File: config.mk
export PLATFORM = sky130hd
export DESIGN_NAME = ahb2apb_bridge
export DESIGN_NICKNAME = d
export VERILOG_FILES = /design/src/ahb_pkg.sv /design/src/apb_pkg.sv /design/src/ahb_slave_port.sv /design/src/apb_slave_decoder.sv /design/src/apb_master_fsm.sv /design/src/ahb2apb_bridge.sv
export SDC_FILE = /design/constraint.sdc
export NUM_CORES = 1
export LEC_CHECK = 0
export ABC_AREA = 1
export BUFFER_PORTS_ARGS = -buffer_cell sky130_fd_sc_hd__buf_2
export CORE_MARGIN = 10
export CORE_UTILIZATION = 44
export DETAILED_ROUTE_END_ITERATION = 6
export PLACE_DENSITY = 0.93
export REMOVE_ABC_BUFFERS = 1
export SYNTH_ARGS = -nofsm -noshare
export SYNTH_HDL_FRONTEND = slang
export SYNTH_HIERARCHICAL = 1
export SYNTH_SLANG_ARGS = --single-unit
File: constraint.sdc
create_clock -name hclk30 -period 2.37 [get_ports hclk30]
set_clock_uncertainty 0.2 [all_clocks]
set_input_delay 0 -clock hclk30 [delete_from_list [all_inputs] [get_ports hclk30]]
set_output_delay 0 -clock hclk30 [all_outputs]
set_load 0.01 [all_outputs]
File: src/ahb_pkg.sv
/*
 * AHB-side types shared by the bridge RTL and its testbench.
 * Covers bus widths, the transfer type encoding and the captured command.
 */

package ahb_pkg;

  // ----------------------------------------
  // Bus widths
  // ----------------------------------------
  // Byte address, same width on AHB and APB
  typedef logic [31:0] haddr_t;

  // Read and write data words
  typedef logic [31:0] hdata_t;

  // ----------------------------------------
  // Transfer type, AHB encoding
  // ----------------------------------------
  typedef enum logic [1:0] {
    HTRANS_IDLE   = 2'b00,
    HTRANS_BUSY   = 2'b01,
    HTRANS_NONSEQ = 2'b10,
    HTRANS_SEQ    = 2'b11
  } htrans_e;

  // Address phase fields kept for the data phase
  typedef struct packed {
    haddr_t addr;
    logic   write;
  } ahb_cmd_t;

endpackage : ahb_pkg

File: src/apb_pkg.sv
/*
 * APB-side types, slave count and address map of the bridge.
 * Word and address types come from the AHB package.
 */

package apb_pkg;

  // ----------------------------------------
  // Address map
  // ----------------------------------------
  // Four slaves, one 4 KB window each
  localparam int NUM_SLAVES     = 4;
  localparam int SLAVE_WIN_BITS = 12;

  // Slave i starts at SLAVE_BASE + i * 4 KB
  localparam ahb_pkg::haddr_t SLAVE_BASE = 32'h0000_0000;

  // ----------------------------------------
  // Slave select and read data
  // ----------------------------------------
  // One bit per slave, at most one set
  typedef logic [NUM_SLAVES-1:0] psel_vec_t;

  // Read data from all slaves, index = slave number
  typedef ahb_pkg::hdata_t [NUM_SLAVES-1:0] prdata_arr_t;

  // ----------------------------------------
  // APB master states
  // ----------------------------------------
  typedef enum logic [1:0] {
    APB_IDLE   = 2'b00,
    APB_SETUP  = 2'b01,
    APB_ACCESS = 2'b10
  } apb_state_e;

endpackage : apb_pkg

File: src/ahb_slave_port.sv
/*
 * AHB slave side of the bridge. Qualifies transfers, holds hready low
 * while the APB side works and returns the read data on completion.
 */

`timescale 1ns/100ps

module ahb_slave_port
  import ahb_pkg::*;
(
  input  logic     hclk30,
  input  logic     hreset_n30,
  input  logic     hsel,
  input  htrans_e  htrans,
  input  haddr_t   haddr,
  input  logic     hwrite,
  input  logic     done,
  input  hdata_t   rdata,
  output logic     hready,
  output hdata_t   hrdata,
  output logic     accept,
  output ahb_cmd_t cmd,
  output logic     data_phase
);

  // ----------------------------------------
  // Transfer qualification
  // ----------------------------------------
  // Address phase whenever no data phase is pending
  assign hready = ~data_phase;

  // Only NONSEQ and SEQ start a transfer; IDLE and BUSY are ignored
  assign accept = hready && hsel &&
                  ((htrans == HTRANS_NONSEQ) || (htrans == HTRANS_SEQ));

  // ----------------------------------------
  // Phase tracking and read return
  // ----------------------------------------
  always_ff @(posedge hclk30 or negedge hreset_n30) begin
    if (!hreset_n30) begin
      data_phase <= 1'b0;
      hrdata     <= '0;
    end else if (accept) begin
      data_phase <= 1'b1;
    end else if (done) begin
      data_phase <= 1'b0;
      hrdata     <= rdata;
    end
  end

  // Command fields held for the APB side
  always_ff @(posedge hclk30) begin
    if (accept) begin
      cmd.addr  <= haddr;
      cmd.write <= hwrite;
    end
  end

endmodule : ahb_slave_port

File: src/apb_slave_decoder.sv
/*
 * Registered address decode into a one-hot APB slave select.
 * Updated on each accepted AHB transfer, held in between.
 */

`timescale 1ns/100ps

module apb_slave_decoder
  import ahb_pkg::*;
  import apb_pkg::*;
(
  input  logic      hclk30,
  input  logic      hreset_n30,
  input  haddr_t    haddr,
  input  logic      accept,
  output psel_vec_t slave_sel
);

  psel_vec_t match;

  // Window compare on the address bits above the window size
  always_comb begin
    haddr_t win_base;
    for (int i = 0; i < NUM_SLAVES; i++) begin
      win_base = SLAVE_BASE + (haddr_t'(i) << SLAVE_WIN_BITS);
      match[i] = ((haddr >> SLAVE_WIN_BITS) == (win_base >> SLAVE_WIN_BITS));
    end
  end

  // No match leaves all bits clear
  always_ff @(posedge hclk30 or negedge hreset_n30) begin
    if (!hreset_n30) begin
      slave_sel <= '0;
    end else if (accept) begin
      slave_sel <= match;
    end
  end

endmodule : apb_slave_decoder

File: src/apb_master_fsm.sv
/*
 * APB master of the bridge. Runs IDLE, SETUP and ACCESS for each AHB
 * transfer and muxes pready and prdata back from the selected slave.
 */

`timescale 1ns/100ps

module apb_master_fsm
  import ahb_pkg::*;
  import apb_pkg::*;
(
  input  logic        hclk30,
  input  logic        hreset_n30,
  input  logic        data_phase,
  input  ahb_cmd_t    cmd,
  input  psel_vec_t   slave_sel,
  input  hdata_t      hwdata,
  input  psel_vec_t   pready,
  input  prdata_arr_t prdata,
  output psel_vec_t   psel,
  output logic        penable,
  output haddr_t      paddr,
  output logic        pwrite,
  output hdata_t      pwdata,
  output logic        done,
  output hdata_t      rdata
);

  apb_state_e state;
  logic       pready_mux;
  logic       sel_empty;
  hdata_t     prdata_mux;

  // Write data is valid for the whole AHB data phase
  assign pwdata = hwdata;

  // ----------------------------------------
  // Return path muxing
  // ----------------------------------------
  always_comb begin
    prdata_mux = '0;
    for (int i = 0; i < NUM_SLAVES; i++) begin
      if (psel[i]) begin
        prdata_mux = prdata_mux | prdata[i];
      end
    end
  end

  assign pready_mux = |(psel & pready);
  assign sel_empty  = (psel == '0);

  // Unmapped address ends in its first ACCESS cycle, reads zero
  assign done  = (state == APB_ACCESS) && (pready_mux || sel_empty);
  assign rdata = prdata_mux;

  // ----------------------------------------
  // State machine
  // ----------------------------------------
  always_ff @(posedge hclk30 or negedge hreset_n30) begin
    if (!hreset_n30) begin
      state   <= APB_IDLE;
      psel    <= '0;
      penable <= 1'b0;
      paddr   <= '0;
      pwrite  <= 1'b0;
    end else begin
      case (state)
        APB_IDLE: begin
          if (data_phase) begin
            state  <= APB_SETUP;
            psel   <= slave_sel;
            paddr  <= cmd.addr;
            pwrite <= cmd.write;
          end
        end
        APB_SETUP: begin
          state   <= APB_ACCESS;
          penable <= 1'b1;
        end
        APB_ACCESS: begin
          // Wait states hold here; always back to IDLE afterwards
          if (done) begin
            state   <= APB_IDLE;
            psel    <= '0;
            penable <= 1'b0;
          end
        end
        default: begin
          state <= APB_IDLE;
        end
      endcase
    end
  end

endmodule : apb_master_fsm

File: src/ahb2apb_bridge.sv
/*
 * AHB to APB bridge top level serving four APB slaves on one clock.
 * Connects the AHB slave port, the address decoder and the APB master.
 */

`timescale 1ns/100ps

module ahb2apb_bridge
  import ahb_pkg::*;
  import apb_pkg::*;
(
  input  logic        hclk30,
  input  logic        hreset_n30,
  // AHB slave port
  input  logic        hsel,
  input  htrans_e     htrans,
  input  haddr_t      haddr,
  input  logic        hwrite,
  input  hdata_t      hwdata,
  output logic        hready,
  output hdata_t      hrdata,
  // APB master port
  output psel_vec_t   psel,
  output logic        penable,
  output haddr_t      paddr,
  output logic        pwrite,
  output hdata_t      pwdata,
  input  psel_vec_t   pready,
  input  prdata_arr_t prdata
);

  logic      accept;
  logic      data_phase;
  logic      done;
  ahb_cmd_t  cmd;
  hdata_t    rdata;
  psel_vec_t slave_sel;

  ahb_slave_port u_ahb_slave_port (
    .hclk30     (hclk30),
    .hreset_n30 (hreset_n30),
    .hsel       (hsel),
    .htrans     (htrans),
    .haddr      (haddr),
    .hwrite     (hwrite),
    .done       (done),
    .rdata      (rdata),
    .hready     (hready),
    .hrdata     (hrdata),
    .accept     (accept),
    .cmd        (cmd),
    .data_phase (data_phase)
  );

  // Decode registered on the same edge as the command
  apb_slave_decoder u_apb_slave_decoder (
    .hclk30     (hclk30),
    .hreset_n30 (hreset_n30),
    .haddr      (haddr),
    .accept     (accept),
    .slave_sel  (slave_sel)
  );

  apb_master_fsm u_apb_master_fsm (
    .hclk30     (hclk30),
    .hreset_n30 (hreset_n30),
    .data_phase (data_phase),
    .cmd        (cmd),
    .slave_sel  (slave_sel),
    .hwdata     (hwdata),
    .pready     (pready),
    .prdata     (prdata),
    .psel       (psel),
    .penable    (penable),
    .paddr      (paddr),
    .pwrite     (pwrite),
    .pwdata     (pwdata),
    .done       (done),
    .rdata      (rdata)
  );

endmodule : ahb2apb_bridge

==> out/results.tsv <==
stage	metric	value	unit
global_route	grt_overflow	0	
clocking	cts_sinks	110	
place	portBuffers	239	
synth	synth_warnings	6	
global_route	grt_max_degree	41	
place	pre_cts_slack	0.5317	ns
synth	synth_top_area_share	0.3699	
floorplanning	row_count	39	
critical_path	critPathRequiredTime	2.43	ns
floorplanning	core	0.01152	sq mm
place	gp_congestion	0.9656	
route	vias_per_cell	5.335	
timing	hold_viol	0	
timing	worstMarginPinSlew	0.6641	ns
clocking	ctsResizeCount	0	
synth	synthAdderAreaFrac	0	
route	ant_nets	0	
global_route	track_usage	0.2776	
clocking	clk_pin_slew	0.08	ns
timing	grt_setup_unrepaired	no	
critical_path	crit_chain	buf_4, nand2_1, nand4_1, dlygate4sd3_1, nand3_1, nand2_1	
synth	synth_top_family_by_area	simple AND/OR/NAND/NOR gates	
synth	synth-xor-area-share	0	
synth	synth_top_area_cell	dfrtp_1	
critical_path	critPathBufInv	2	
critical_path	cpPeakStageDelay	0.59	ns
critical_path	crit_arrival	2.31	ns
clocking	cts_made_buffers	9	
critical_path	crit_path_frequent_cell	nand2_1	
synth	synth-compound-area-share	0.0009608	
timing	relSlewSlack	0.5566	
flow_run	maxCapViolations	0	
synth	ys_top_cells_by_area	dfrtp_1 (37%), nand2_1 (24%), edfxtp_1 (19%), buf_4 (5.0%), nand3_1 (3.9%)	
route	vias	5879	
clocking	htreeDepth	3	
synth	muxShareOfSynthArea	0	
pwr	leakagePower	4.181	nW
final_layout	final_common_cell	nand2_1	
route	finalWirelength	24.30	mm
synth	yosysUniqueCellTypes	16	
critical_path	path_class	register to register	
clocking	cts_setup_buffers	0	
place	hpwl	16.14	mm
route	wl_per_cell	22.05	um
floorplanning	die_height	128.8	um
final_layout	syn_to_final_growth	51.12	%
status	status	finished clean	
critical_path	slowest_stage	dlygate4sd3_1	
floorplanning	start_util	0.4523	
route	first_pass_iters	6	
floorplanning	ioPinCount	305	
pwr	vdd_ir_drop_max	0.6159	mV
timing	slew_viol_final	0	
synth	syn_area_per_cell	8.525	sq um
timing	finalCriticalPeriod	2.250	ns
synth	synth-simple-area-share	0.3389	
clocking	clockRootBuffer	clkbuf_16	
final_layout	final_nets	1143	
clocking	clk_path_buf_depth	2	
route	drc	0	
global_route	grt_pass1_vias	5834	
floorplanning	die_width	128.8	um
critical_path	critPathCaptureType	register	
clocking	cts_tree	done	
min_path	min_path_type	input port to register	
timing	fin_crit_sh	0.9495	
critical_path	cp_top_family	buffers and inverters	
global_route	grt_pass1_wl	34.70	mm
timing	setup_violations	0	
pwr	power	0.005929	W
clocking	clk_latency	0.33	ns
synth	syn_area	0.005209	sq mm
route	drtIter0Drc	819	
critical_path	critPathMaxFanout	31	
timing	fin_ws	0.1197	ns
final_layout	layout_common_cells	nand2_1 (327), buf_2 (238), dlygate4sd3_1 (136), dfrtp_1 (77), nand3_1 (41)	
synth	synth-seq-area-share	0.5602	
critical_path	critPathLaunchType	register	
final_layout	drive_gt1_frac	0.2918	
timing	fmax	0.4444	GHz
synth	ys_seq_elements	110	
global_route	antenna_found_initial	11	
synth	synth_cells	611	
critical_path	rrSetupSlack	0.12	ns
pwr	powerDensity	753.2	mW/mm^2
floorplanning	dieArea	0.01659	sq mm
kinds of logic (layout without fill, tap and decap cells):
kind of cell	after synthesis	count (layout)
flip-flops	110	110
AO/OA/AOI/OAI	1	1
buffers and inverters	75	410
AND/OR/NAND/NOR	425	425
other	0	13
worst min-delay path, delay by kind of cell:
| kind | cells | cell delay, ns |
|---|---|---|
| and+or+nand+nor | 7 | 0.43 |
| buffers and inverters | 1 | 0.09 |
area by class of cell:
type | count | area (sq um)
multi-input combinational | 426 | 1770
tap | 143 | 178.9
inverter | 9 | 33.78
fill | 827 | 3645
clock buffer | 10 | 239.0
timing repair buffer | 385 | 2648
clock inverter | 6 | 51.30
antenna | 13 | 32.53
sequential | 110 | 2918
flip-flops by register name, indices dropped and copies added, names as in the netlist:
signal / count
u_apb_master_fsm/state: 2
u_apb_master_fsm/penable: 1
u_ahb_slave_port/cmd: 33
u_ahb_slave_port/hrdata: 32
u_ahb_slave_port/data_phase: 1
u_apb_master_fsm/psel: 4
u_apb_slave_decoder/slave_sel: 4
u_apb_master_fsm/paddr: 32
u_apb_master_fsm/pwrite: 1
power by group:
group | switching, W | internal [W] | leakage [nW]
Sequential | 0.000189 | 0.00235 | 1.32
Clock | 0.000706 | 0.000761 | 0.147
Combinational | 0.00125 | 0.000677 | 2.72
layer usage:
metal | share of wire | GRT usage | vias to the layer above
met4 | 0.062 | 0.1826 | 0
met2 | 0.49 | 0.4703 | 490
met5 | 0 | 0 | -
li1 | - | - | 2589
met1 | 0.34 | 0.2918 | 2673
met3 | 0.12 | 0.09076 | 127
synthesized netlist by cell type:
library cell,number
nand3_1,41
inv_2,2
nor2_2,4
o21ai_0,1
buf_4,35
inv_1,7
nand3_4,1
dfrtp_1,77
buf_6,11
nand2_4,1
nand2_1,327
nor2_1,16
buf_2,20
nand2_2,3
edfxtp_1,33
nand4_1,32
through the flow:
step	hold slack [ns]	cells	util	instance area, sq um	TNS (ns)
after floorplan	-0.4956	545	-	4722	-5.049
after global placement	-0.1998	937	0.5373	6187	0
after detailed placement	-0.1998	937	0.5373	6187	0
after CTS	0.001091	1089	0.6807	7839	0
after global routing	0.06906	1100	0.6831	7866	0
final	0.02024	1102	0.6835	7871	0
worst paths after layout:
| path | cells past startpoint | from | end |
|---|---|---|---|
| worst max-delay path | 6 | u_apb_master_fsm/psel[0] | u_ahb_slave_port/hrdata[13] |
| worst min-delay path | 8 | pready[1] | u_apb_master_fsm/psel[0] |
| worst max register to register | 6 | u_apb_master_fsm/psel[0] | u_ahb_slave_port/hrdata[13] |
| worst min register to register | 2 | u_ahb_slave_port/cmd[3] | u_apb_master_fsm/paddr[2] |
| max in group asynchronous | 4 | hreset_n30 | u_ahb_slave_port/hrdata[9] |
| min in group asynchronous | 3 | hreset_n30 | u_ahb_slave_port/hrdata[0] |
what timing repair did:
action,in CTS,in global routing
endpoints found under the setup margin,0,0
hold buffers,136,0
endpoints found under the hold margin,183,0
Power figures use the tool's default switching activity.
